File: src/rastPkg.sv
package rastPkg;

	// Vertex coordinates.
	localparam int coordW = 12;
	localparam int vertN = 3;

	// Signed edge dx, one bit wider than a coordinate.
	localparam int deltaW = coordW + 1;

	// Serial divider, one iteration per quotient bit.
	localparam int divCycles = deltaW;
	localparam int divCntW = $clog2(divCycles + 1);

	// Span control FSM states.
	localparam int stW = 3;
	localparam logic [stW-1:0] stIdle = 3'd0;
	localparam logic [stW-1:0] stSetup = 3'd1;
	localparam logic [stW-1:0] stDiv = 3'd2;
	localparam logic [stW-1:0] stWalk = 3'd3;
	localparam logic [stW-1:0] stFinish = 3'd4;

endpackage

File: src/edgeDivider.sv
module edgeDivider import rastPkg::*; (
	input  logic clk,
	input  logic arstN,
	input  logic divStart,
	input  logic signed [deltaW-1:0] divDx,
	input  logic [coordW-1:0] divDy,
	output logic divDone,
	output logic signed [deltaW-1:0] divQuot,
	output logic [coordW-1:0] divRem
);

	logic run;
	logic [divCntW-1:0] cnt;
	logic [deltaW-1:0] num;
	logic [coordW-1:0] part;
	logic negR;
	logic [coordW-1:0] dyR;
	logic [coordW:0] trial;
	logic [coordW:0] diff;
	logic fits;
	logic [coordW-1:0] partNext;
	logic [deltaW-1:0] numNext;

	// One restoring step per cycle.
	assign trial = {part, num[deltaW-1]};
	assign diff = trial - {1'b0, dyR};
	assign fits = trial >= {1'b0, dyR};
	assign partNext = fits ? diff[coordW-1:0] : trial[coordW-1:0];
	assign numNext = {num[deltaW-2:0], fits};

	always_ff @(posedge clk or negedge arstN) begin
		if (!arstN) begin
			run <= 1'b0;
			cnt <= '0;
			divDone <= 1'b0;
		end else begin
			divDone <= 1'b0;
			if (divStart) begin
				run <= 1'b1;
				cnt <= divCntW'(divCycles);
			end else if (run) begin
				cnt <= cnt - 1'b1;
				if (cnt == divCntW'(1)) begin
					run <= 1'b0;
					divDone <= 1'b1;
				end
			end
		end
	end

	always_ff @(posedge clk) begin
		if (divStart) begin
			num <= divDx[deltaW-1] ? -divDx : divDx;
			part <= '0;
			negR <= divDx[deltaW-1];
			dyR <= divDy;
		end else if (run) begin
			num <= numNext;
			part <= partNext;
			if (cnt == divCntW'(1)) begin
				// Floor correction for negative dx.
				if (negR && partNext != '0) begin
					divQuot <= ~numNext;
					divRem <= dyR - partNext;
				end else if (negR) begin
					divQuot <= ~numNext + 1'b1;
					divRem <= '0;
				end else begin
					divQuot <= numNext;
					divRem <= partNext;
				end
			end
		end
	end

endmodule

File: src/edgeSorter.sv
module edgeSorter import rastPkg::*; (
	input  logic [vertN-1:0][coordW-1:0] vertX,
	input  logic [vertN-1:0][coordW-1:0] vertY,
	output logic [vertN-1:0][coordW-1:0] aX,
	output logic [vertN-1:0][coordW-1:0] aY,
	output logic [vertN-1:0][coordW-1:0] bX,
	output logic [vertN-1:0][coordW-1:0] bY
);

	logic [1:0] top;
	logic [1:0] mid;
	logic [1:0] bot;

	// First matching ordering wins on ties.
	always_comb begin
		if (vertY[0] >= vertY[1] && vertY[1] >= vertY[2]) begin
			top = 2'd2;
			mid = 2'd1;
			bot = 2'd0;
		end else if (vertY[1] >= vertY[2] && vertY[2] >= vertY[0]) begin
			top = 2'd0;
			mid = 2'd2;
			bot = 2'd1;
		end else if (vertY[2] >= vertY[0] && vertY[0] >= vertY[1]) begin
			top = 2'd1;
			mid = 2'd0;
			bot = 2'd2;
		end else if (vertY[0] >= vertY[2] && vertY[2] >= vertY[1]) begin
			top = 2'd1;
			mid = 2'd2;
			bot = 2'd0;
		end else if (vertY[2] >= vertY[1] && vertY[1] >= vertY[0]) begin
			top = 2'd0;
			mid = 2'd1;
			bot = 2'd2;
		end else begin
			// Only Y1 >= Y0 >= Y2 is left.
			top = 2'd2;
			mid = 2'd0;
			bot = 2'd1;
		end
	end

	always_comb begin
		// Long edge.
		aX[0] = vertX[top];
		aY[0] = vertY[top];
		bX[0] = vertX[bot];
		bY[0] = vertY[bot];

		// Upper short edge, ends at the middle vertex.
		aX[1] = vertX[top];
		aY[1] = vertY[top];
		bX[1] = vertX[mid];
		bY[1] = vertY[mid];

		// Lower short edge.
		aX[2] = vertX[mid];
		aY[2] = vertY[mid];
		bX[2] = vertX[bot];
		bY[2] = vertY[bot];
	end

endmodule

File: src/edgeWalker.sv
module edgeWalker import rastPkg::*; (
	input  logic clk,
	input  logic arstN,
	input  logic load,
	input  logic step,
	input  logic [coordW-1:0] startX,
	input  logic signed [deltaW-1:0] quot,
	input  logic [coordW-1:0] rem,
	input  logic [coordW-1:0] dy,
	output logic [coordW-1:0] curX
);

	logic signed [deltaW-1:0] quotR;
	logic [coordW-1:0] remR;
	logic [coordW-1:0] dyR;
	logic [coordW-1:0] err;
	logic [coordW:0] errSum;
	logic [coordW:0] errNext;
	logic carry;
	logic [deltaW-1:0] xNext;

	assign errSum = {1'b0, err} + {1'b0, remR};
	assign carry = errSum >= {1'b0, dyR};
	assign errNext = carry ? errSum - {1'b0, dyR} : errSum;

	// Extra unit when the error wraps past dy.
	assign xNext = {1'b0, curX} + quotR + {{(deltaW-1){1'b0}}, carry};

	always_ff @(posedge clk or negedge arstN) begin
		if (!arstN) begin
			curX <= '0;
			err <= '0;
		end else if (load) begin
			curX <= startX;
			err <= '0;
		end else if (step) begin
			curX <= xNext[coordW-1:0];
			err <= errNext[coordW-1:0];
		end
	end

	// Edge slope is latched off the shared load bus.
	always_ff @(posedge clk) begin
		if (load) begin
			quotR <= quot;
			remR <= rem;
			dyR <= dy;
		end
	end

endmodule

File: src/rasterTop.sv
module rasterTop import rastPkg::*; (
	input  logic clk,
	input  logic arstN,
	input  logic start,
	input  logic [vertN-1:0][coordW-1:0] vertX,
	input  logic [vertN-1:0][coordW-1:0] vertY,
	output logic busy,
	output logic spanValid,
	output logic [coordW-1:0] spanY,
	output logic [coordW-1:0] spanXl,
	output logic [coordW-1:0] spanXr,
	output logic done
);

	logic [vertN-1:0][coordW-1:0] sortX;
	logic [vertN-1:0][coordW-1:0] sortY;
	logic [vertN-1:0][coordW-1:0] aX;
	logic [vertN-1:0][coordW-1:0] aY;
	logic [vertN-1:0][coordW-1:0] bX;
	logic [vertN-1:0][coordW-1:0] bY;
	logic divStart;
	logic divDone;
	logic signed [deltaW-1:0] divDx;
	logic [coordW-1:0] divDy;
	logic signed [deltaW-1:0] divQuot;
	logic [coordW-1:0] divRem;
	logic load0;
	logic load1;
	logic load2;
	logic step0;
	logic step1;
	logic step2;
	logic [coordW-1:0] startX;
	logic signed [deltaW-1:0] quot;
	logic [coordW-1:0] rem;
	logic [coordW-1:0] dy;
	logic [coordW-1:0] curX0;
	logic [coordW-1:0] curX1;
	logic [coordW-1:0] curX2;

	spanControl ctrl0 (.*);

	edgeSorter sort0 (.vertX(sortX), .vertY(sortY), .aX, .aY, .bX, .bY);

	edgeDivider div0 (.*);

	// Long, upper and lower edge.
	edgeWalker walk0 (.clk, .arstN, .load(load0), .step(step0), .startX, .quot, .rem,
		.dy, .curX(curX0));
	edgeWalker walk1 (.clk, .arstN, .load(load1), .step(step1), .startX, .quot, .rem,
		.dy, .curX(curX1));
	edgeWalker walk2 (.clk, .arstN, .load(load2), .step(step2), .startX, .quot, .rem,
		.dy, .curX(curX2));

endmodule

File: src/spanControl.sv
module spanControl import rastPkg::*; (
	input  logic clk,
	input  logic arstN,
	input  logic start,
	input  logic [vertN-1:0][coordW-1:0] vertX,
	input  logic [vertN-1:0][coordW-1:0] vertY,
	input  logic [vertN-1:0][coordW-1:0] aX,
	input  logic [vertN-1:0][coordW-1:0] aY,
	input  logic [vertN-1:0][coordW-1:0] bX,
	input  logic [vertN-1:0][coordW-1:0] bY,
	input  logic divDone,
	input  logic signed [deltaW-1:0] divQuot,
	input  logic [coordW-1:0] divRem,
	input  logic [coordW-1:0] curX0,
	input  logic [coordW-1:0] curX1,
	input  logic [coordW-1:0] curX2,
	output logic [vertN-1:0][coordW-1:0] sortX,
	output logic [vertN-1:0][coordW-1:0] sortY,
	output logic divStart,
	output logic signed [deltaW-1:0] divDx,
	output logic [coordW-1:0] divDy,
	output logic load0,
	output logic load1,
	output logic load2,
	output logic step0,
	output logic step1,
	output logic step2,
	output logic [coordW-1:0] startX,
	output logic signed [deltaW-1:0] quot,
	output logic [coordW-1:0] rem,
	output logic [coordW-1:0] dy,
	output logic busy,
	output logic spanValid,
	output logic [coordW-1:0] spanY,
	output logic [coordW-1:0] spanXl,
	output logic [coordW-1:0] spanXr,
	output logic done
);

	logic [stW-1:0] state;
	logic [1:0] edgeSel;
	logic [1:0] nextSel;
	logic [1:0] divSel;
	logic nextValid;
	logic loadHit;
	logic [coordW-1:0] yCur;
	logic [vertN-1:0][coordW-1:0] edgeDy;
	logic [vertN-1:0][deltaW-1:0] edgeDx;
	logic upper;
	logic lastY;
	logic [coordW-1:0] activeX;

	always_comb begin
		for (int e = 0; e < vertN; e++) begin
			edgeDy[e] = bY[e] - aY[e];
			edgeDx[e] = {1'b0, bX[e]} - {1'b0, aX[e]};
		end
	end

	// Next edge that needs a division, flat edges skipped.
	always_comb begin
		nextValid = 1'b0;
		nextSel = 2'd0;
		if (edgeSel == 2'd0 && edgeDy[1] != '0) begin
			nextValid = 1'b1;
			nextSel = 2'd1;
		end else if (edgeSel != 2'd2 && edgeDy[2] != '0) begin
			nextValid = 1'b1;
			nextSel = 2'd2;
		end
	end

	assign loadHit = state == stDiv && divDone;
	assign divStart = (state == stSetup && edgeDy[0] != '0) || (loadHit && nextValid);
	assign divSel = state == stSetup ? 2'd0 : nextSel;
	assign divDx = edgeDx[divSel];
	assign divDy = edgeDy[divSel];

	// Finished edge goes to its walker.
	assign load0 = loadHit && edgeSel == 2'd0;
	assign load1 = loadHit && edgeSel == 2'd1;
	assign load2 = loadHit && edgeSel == 2'd2;
	assign startX = aX[edgeSel];
	assign quot = divQuot;
	assign rem = divRem;
	assign dy = edgeDy[edgeSel];

	// Upper short edge serves y below the middle vertex.
	assign upper = yCur < bY[1];
	assign lastY = yCur + 1'b1 == bY[0];
	assign activeX = upper ? curX1 : curX2;
	assign step0 = state == stWalk;
	assign step1 = step0 && upper;
	assign step2 = step0 && !upper;

	always_ff @(posedge clk or negedge arstN) begin
		if (!arstN) begin
			state <= stIdle;
			edgeSel <= 2'd0;
			yCur <= '0;
			busy <= 1'b0;
			spanValid <= 1'b0;
			done <= 1'b0;
		end else begin
			spanValid <= 1'b0;
			done <= 1'b0;
			case (state)
				stIdle: begin
					if (start) begin
						busy <= 1'b1;
						state <= stSetup;
					end
				end
				stSetup: begin
					edgeSel <= 2'd0;
					yCur <= aY[0];
					// Zero height, no spans.
					state <= edgeDy[0] == '0 ? stFinish : stDiv;
				end
				stDiv: begin
					if (divDone) begin
						if (nextValid)
							edgeSel <= nextSel;
						else
							state <= stWalk;
					end
				end
				stWalk: begin
					spanValid <= 1'b1;
					yCur <= yCur + 1'b1;
					if (lastY)
						state <= stFinish;
				end
				stFinish: begin
					done <= 1'b1;
					busy <= 1'b0;
					state <= stIdle;
				end
				default: state <= stIdle;
			endcase
		end
	end

	always_ff @(posedge clk) begin
		if (state == stIdle && start) begin
			sortX <= vertX;
			sortY <= vertY;
		end
		if (state == stWalk) begin
			spanY <= yCur;
			spanXl <= curX0 <= activeX ? curX0 : activeX;
			spanXr <= curX0 <= activeX ? activeX : curX0;
		end
	end

endmodule

File: config.mk
export PLATFORM = sky130hd
export DESIGN_NAME = rasterTop
export DESIGN_NICKNAME = d
export VERILOG_FILES = /design/src/rastPkg.sv /design/src/edgeDivider.sv /design/src/edgeSorter.sv /design/src/edgeWalker.sv /design/src/rasterTop.sv /design/src/spanControl.sv
export SDC_FILE = /design/constraint.sdc
export NUM_CORES = 1
export LEC_CHECK = 0
export ABC_CLOCK_PERIOD_IN_PS = 21900
export BUFFER_PORTS_ARGS = -buffer_cell sky130_fd_sc_hd__clkbuf_2
export CAP_MARGIN = 15
export CORE_AREA = 2 2 260 262
export CTS_CLUSTER_SIZE = 24
export DETAILED_ROUTE_END_ITERATION = 8
export DIE_AREA = 0 0 262 264
export SLEW_MARGIN = 40
export SYNTH_ARGS = -nofsm -noshare
export SYNTH_HDL_FRONTEND = slang
export SYNTH_SLANG_ARGS = --single-unit
File: constraint.sdc
create_clock -name clk -period 21.9 [get_ports clk]
set_input_delay 2.19 -clock clk [delete_from_list [all_inputs] [get_ports clk]]
set_output_delay 2.19 -clock clk [all_outputs]
set_load 0.05 [all_outputs]
## Word-level counts from Yosys, hierarchy flattened

Cells that the tools add are included.

- Bits of input ports: 75
- Word-level logic and storage cells: 221
- Register bits: 376
- Output and inout port bits: 39

- Add/sub/neg operators: 24
- Bitwise gates (word level): 2
- Mux-type cells: 88
- Reduce and logical (&&, ||, !) cells: 37
- Equal/unequal tests: 14
- $lt $le $gt $ge: 17

Operator list:

| cell | count |
|---|---|
| 2-to-1 mux 12 bit | 32 |
| binary-select mux 12 bit (select 2 bit) | 9 |
| subtractor 12 bit | 8 |
| >= comparator 12 bit | 6 |
| >= comparator 13 x 12 -> 1 bit | 4 |
| 2-to-1 mux 13 bit | 4 |
| nonzero test 12 bit | 4 |
| adder 12 x 12 -> 13 bit | 3 |
| subtractor 12 x 12 -> 13 bit | 3 |
| 2-to-1 mux 2 bit | 19 |
| adder 12 x 1 -> 12 bit | 3 |
| adder 12 bit | 3 |
| binary-select mux 13 bit (select 2 bit) | 1 |
| adder 12 x 1 -> 12 bit (second input constant) | 2 |
| one-hot mux 12 bit (2 select lines) | 1 |
| logical AND 1 bit | 17 |
| < comparator 2 x 3 -> 1 bit (second input constant) | 5 |
| 2-to-1 mux 3 bit | 5 |
| nonzero test 2 bit | 7 |
| negator 13 bit | 1 |
| == test 12 bit | 1 |
| less-or-equal comparator 12 bit | 1 |
| zero test 12 bit | 1 |
| < comparator 12 bit | 1 |
| 23 further kinds | 41 |

## Longest topological paths before layout

- Depth in word-level cells: 20
- Gate-level depth with buffers: 38

## Cells and area by module

From an unflattened synthesis, not the netlist that was laid out.

- Cells, all modules: 3057
- Area total of the unflattened synthesis: 29295.6 µm²

Modules (own cells, without submodules):

| module | instances | area each (µm²) | cells an instance | sequential area each (µm²) |
|---|---|---|---|---|
| edgeWalker | 3 | 3856.2 | 360 | 1681.6 |
| spanControl | 1 | 10104.7 | 1065 | 3743.6 |
| edgeDivider | 1 | 4424.2 | 434 | 1921.8 |
| edgeSorter | 1 | 3198.1 | 478 | 0.0 |

## Least setup slack after synthesis

Ideal clock, no wire load.

- Path kind: register -> register
- From: register ctrl0.sortY[11] in the netlist's numbering
- To: register div0.divQuot[0], enable pin
- Required time: 21465 ps
- Cell stages (with the launch flop): 29
- Arrival: 8948 ps
- Period minus slack after synthesis: 9383 ps
- Buffers on the path: 3
- Library setup time: 435 ps
- Setup slack: 12517 ps
- Cells stage by stage: edfxtp_1 inv_1 ha_1 and4_1 a221oi_4 a2bb2oi_2 o21bai_2 o31ai_1 clkbuf_1 nor2_1 a21oi_1 nor2_1 a21oi_1 ha_1 nor2b_1 o31a_1 or3_1 a311o_1 a21o_1 a21o_1 xor2_1 nor4_2 a211oi_4 buf_4 or2_1 a22oi_2 inv_2 buf_1 nor3_1

- Word-level cells in the longest chain between the ends: 18
- Elaborated cells on any way between the ends: 45

RTL lines:

| item | RTL line | RTL |
|---|---|---|
| start: declaration | spanControl.sv:18 | `output logic [vertN-1:0][coordW-1:0] sortY,` |
| start signal: assignment | spanControl.sv:147 | `sortY <= vertY;` |
| >= comparator 12 bit | edgeSorter.sv:32 | `end else if (vertY[2] >= vertY[1] && vertY[1] >= vertY[0]) begin` |
| logical AND 1 bit | edgeSorter.sv:32 |  |
| 2-to-1 mux 2 bit or 2-to-1 mux 1 bit (tied branches) | edgeSorter.sv:32 |  |
| 2-to-1 mux 2 bit | edgeSorter.sv:28 | `end else if (vertY[0] >= vertY[2] && vertY[2] >= vertY[1]) begin` |
| 2-to-1 mux 2 bit | edgeSorter.sv:24 | `end else if (vertY[2] >= vertY[0] && vertY[0] >= vertY[1]) begin` |
| 2-to-1 mux 2 bit | edgeSorter.sv:20 | `end else if (vertY[1] >= vertY[2] && vertY[2] >= vertY[0]) begin` |
| 2-to-1 mux 2 bit | edgeSorter.sv:16 | `if (vertY[0] >= vertY[1] && vertY[1] >= vertY[2]) begin` |
| binary-select mux 12 bit (select 2 bit) (on tied branches) | - |  |
| (+2 left out) | - |  |
| nonzero test 12 bit | spanControl.sv:67 | `end else if (edgeSel != 2'd2 && edgeDy[2] != '0) begin` |
| logical AND 1 bit | spanControl.sv:67 |  |
| 2-to-1 mux 1 bit | spanControl.sv:67 |  |
| 2-to-1 mux 1 bit | spanControl.sv:64 | `if (edgeSel == 2'd0 && edgeDy[1] != '0) begin` |
| logical AND 1 bit | spanControl.sv:74 | `assign divStart = (state == stSetup && edgeDy[0] != '0) \|\| (loadHit && nextValid);` |
| logical OR 1 bit (*) | spanControl.sv:74 |  |
| inverter 1 bit (no source line) (*) | - |  |
| AND reduction 3 bit (no source line) (*) | - |  |
| end signal: assignment | edgeDivider.sv:63 | `divQuot <= ~numNext;` |
| end signal: assignment | edgeDivider.sv:66 | `divQuot <= ~numNext + 1'b1;` |
| end signal: assignment | edgeDivider.sv:69 | `divQuot <= numNext;` |
| end: declaration | edgeDivider.sv:8 | `output logic signed [deltaW-1:0] divQuot,` |

Mark *: on every way between the ends. The rest lies on a longest branch, timed or not. The select of a mux whose other input is x is not followed.
A chain may end at the register's enable or synchronous reset.

## Worst setup path in the final report

- From: register ctrl0.sortY[11] in the netlist's numbering
- To: register div0.num[8], data pin

- Word-level cells in the longest chain between the ends: 20
- Elaborated cells on any way between the ends: 60

RTL lines:

| item | RTL line | RTL |
|---|---|---|
| >= comparator 12 bit | edgeSorter.sv:32 |  |
| logical AND 1 bit | edgeSorter.sv:32 |  |
| 2-to-1 mux 2 bit or 2-to-1 mux 1 bit (tied branches) | edgeSorter.sv:32 |  |
| 2-to-1 mux 2 bit | edgeSorter.sv:28 |  |
| 2-to-1 mux 2 bit | edgeSorter.sv:24 |  |
| 2-to-1 mux 2 bit | edgeSorter.sv:20 |  |
| 2-to-1 mux 2 bit | edgeSorter.sv:16 |  |
| binary-select mux 12 bit (select 2 bit) (on tied branches) | - |  |
| (+4 left out) | - |  |
| 2-to-1 mux 2 bit | spanControl.sv:67 |  |
| 2-to-1 mux 2 bit | spanControl.sv:64 |  |
| 2-to-1 mux 2 bit | spanControl.sv:75 | `assign divSel = state == stSetup ? 2'd0 : nextSel;` |
| binary-select mux 13 bit (select 2 bit) | spanControl.sv:76 | `assign divDx = edgeDx[divSel];` |
| 2-to-1 mux 13 bit (implied by the code) | spanControl.sv:76 |  |
| negator 13 bit | edgeDivider.sv:53 | `num <= divDx[deltaW-1] ? -divDx : divDx;` |
| 2-to-1 mux 13 bit | edgeDivider.sv:53 |  |
| 2-to-1 mux 13 bit (*) | edgeDivider.sv:52 | `if (divStart) begin` |
| end signal: assignment | edgeDivider.sv:53 |  |
| end signal: assignment | edgeDivider.sv:58 | `num <= numNext;` |
| end: declaration | edgeDivider.sv:14 | `logic [deltaW-1:0] num;` |

Marks and branches as above.

==> impl_results.md <==
- Status: complete, no violations
- GRT overflow: 0
- Hold path depth: 1
- Overall die width: roughly 260 µm
- TritonCTS Buffers: 44
- Pin count of the biggest net entering global routing: 72
- RSZ-0062 raised after global routing: no
- Core Area: 66600 µm²
- Post-synth EDFFs: between 200 and 300
- Post-synth ARST share: 0.261
- R2r setup slk: around 13 ns
- CTS Sinks: 376
- Worst-path clk slew: 0.06 ns
- Fillcell total: approximately 6300
- Post-DR vias/cell: between 5 and 6
- Number of diodes: 0
- Initial DRT Pass Iterations: 5
- Worst min path class: reg2reg
- Critical Path End: div0.num[8]
- Critical Path Source: ctrl0.sortY[11]
- Max-Slew Margin vs Limit: 0.399
- HP Start: walk2.err[11]
- Post-Syn Area: 26300 µm²
- Initial antenna violation count: 1
- FP Rows: 95
- Setup Buffers After CTS: 0
- H-tree depth: 2
- CP arrival: 9.52 ns
- DR WL/cell: 20.3 µm
- # DRC: 0
- Dominant cells by area after synthesis: edfxtp_1 30%, ha_1 12%, dfrtp_1 9.3%
- R2R Path End: div0.num[8]
- # setup viols final: 0
- CP max FO: 40
- Fin. max-slew vios: 0
- Startpoint Class: register
- Max Cap Viol: 0
- TritonCTS clock tree: done
- Worst Clk Skew: 0.0160 ns
- Critical R2R Launch: ctrl0.sortY[11]
- CTS Buffer Depth: 3
- Detailed Route WL: around 75 mm
- Main synth FF type: edfxtp_1
- Worst reg2reg path depth: 30
- Slowest CP cell: a211oi_4
- Num ports: 114
- Final TNS setup: 0 ns
- GPL Wtd Cong: 0.894
- Final number of hold-violating endpoints: 0
- # resized after CTS: 0
- PortBufs: 113
- Clock Latency Late Sink: 0.59 ns
- CTS hold repair buffers: 0
- Crit Path Category: reg2reg
- Top flop regs: ctrl0.sortX: 36 flops, ctrl0.sortY: 36 flops, div0.num: 13 flops
- Number of global-route vias before repair: 20400
- Die Height: 264 µm
- Initial DRC Count: between 1500 and 2000
- Nature of the critical path endpoint: register
- Fin crit share: 0.420
- Syn avg cell area: 9.67 µm²
- Pre-CTS WS: 12.91 ns
- Area growth from synthesis to layout: 12.3%
- Fin crit period: 9.19 ns
- Share of cells above drive strength 1: 0.110
- First-pass GRT wire length: 116 mm
- Dpl hpwl: approximately 58 mm
- Root buffer cell: clkbuf_16
- Synth Instances: 2720
- Yosys warning count: 0
- Post-route ant nets: 0
- Slowest stage delay, CP: 0.69 ns
- Highest clock rate: between 0.1 and 0.15 GHz
- Total GRT Usage: 0.216
- Final nets: 3168
- Post-synth cell types: 93
- Post-synth net total: 3073
- Die ar.: 69200 µm²
- Vias: about 21000
- Leading area contributor after synthesis: edfxtp_1
- Sequential share of the synthesized area: 0.406
- Worst Tran Pin Value: between 0.8 and 0.9 ns
- Post-synthesis sequential element count: 376
- Final WS setup: 12.71 ns
- CP required: roughly 22 ns
- Yosys top cell area share: 0.304
- Initial core utilization: 0.395
-- critical path: cells and delay by family, from the launching register on --
| family | cells | cell delay (ns) |
|---|---|---|
| mux | 1 | 0.29 |
| buf+inv | 4 | 0.77 |
| flops | 1 | 0.44 |
| fa+ha+maj | 3 | 0.91 |
| xor+xnor | 2 | 0.62 |
| compound gates | 11 | 3.39 |
| simple gates | 9 | 2.50 |
-- cells by family after synthesis --
group / after synthesis / synth area share
DFF: 376 / 0.406
AOI/OAI and AO/OA: 759 / 0.182
and+or+nand+nor: 688 / 0.124
adders and majority gates: 278 / 0.138
muxes: 114 / 0.0442
xor gates and xnor gates: 172 / 0.0584
buffers and inverters: 333 / 0.0480
-- area by class of cell --
cell class	count	area [µm²]	share of cell area
Multi-Input combinational cell	2011	14500	0.492
Clock inverter	25	328	0.0111
Timing Repair Buffer	140	782	0.0265
Clock buffer	57	1200	0.0407
Inverter	242	910	0.0308
Tap cell	873	1090	0.0370
Sequential cell	376	10700	0.362
-- per-stage QoR --
stage               instance area, µm²  cells  hold WS (ns)   util
floorplan                        26300   2720         0.440      -
global placement                 27900   3641         0.472  0.419
detailed placement               28000   3642         0.481  0.420
CTS                              29500   3724         0.494  0.443
global route                     29500   3724         0.511  0.444
finish                           29500   3724         0.494  0.444
-- worst min-delay path by stage --
stage / end / slack [ns]
after floorplan: walk0.quotR[0] / 0.44
after global placement: div0.part[11] / 0.47
after global routing: walk2.err[11] / 0.51
final: walk2.err[11] / 0.49
after CTS: div0.part[11] / 0.49
after detailed placement: div0.part[11] / 0.48
-- metal layers --
metal / global-route usage / vias up / share of wire
met5: 0 / - / 0.00017
met4: 0.0760 / 2 / 0.035
met3: 0.0341 / 150 / 0.062
met2: 0.346 / 682 / 0.46
met1: 0.295 / 10000 / 0.44
li1: - / 10100 / -
-- cells in the final DEF, fill, tap and decap left out, types with 25 or more instances in the layout --
cell type | synthesis | layout
nand2b_1 | 30 | 30
inv_1 | 240 | 238
mux2i_1 | 97 | 97
clkbuf_2 | 0 | 112
nand2_1 | 163 | 162
ha_1 | 258 | 258
dfrtp_1 | 98 | 97
nor3_1 | 37 | 34
nand4_1 | 36 | 36
o21bai_1 | 45 | 45
xnor2_1 | 125 | 125
buf_4 | 2 | 25
clkbuf_16 | 0 | 45
edfxtp_1 | 266 | 266
a21o_1 | 34 | 34
a21oi_1 | 233 | 223
xor2_1 | 45 | 45
o21ai_0 | 204 | 191
nand3_1 | 59 | 57
nor2b_1 | 33 | 33
nor2_1 | 246 | 240
a21boi_0 | 32 | 32
-- Yosys cell counts, drive strengths merged (59+ instances only) --
library cell	n
a21oi	234
clkbuf	70
dfrtp	98
edfxtp	266
ha	258
inv	241
mux2i	97
nand2	164
nand3	59
nor2	247
o21ai	215
xnor2	125
Power is left out: the tool's default activity adds up to more than one toggle a clock period on the data nets, which glitch-free logic cannot reach.
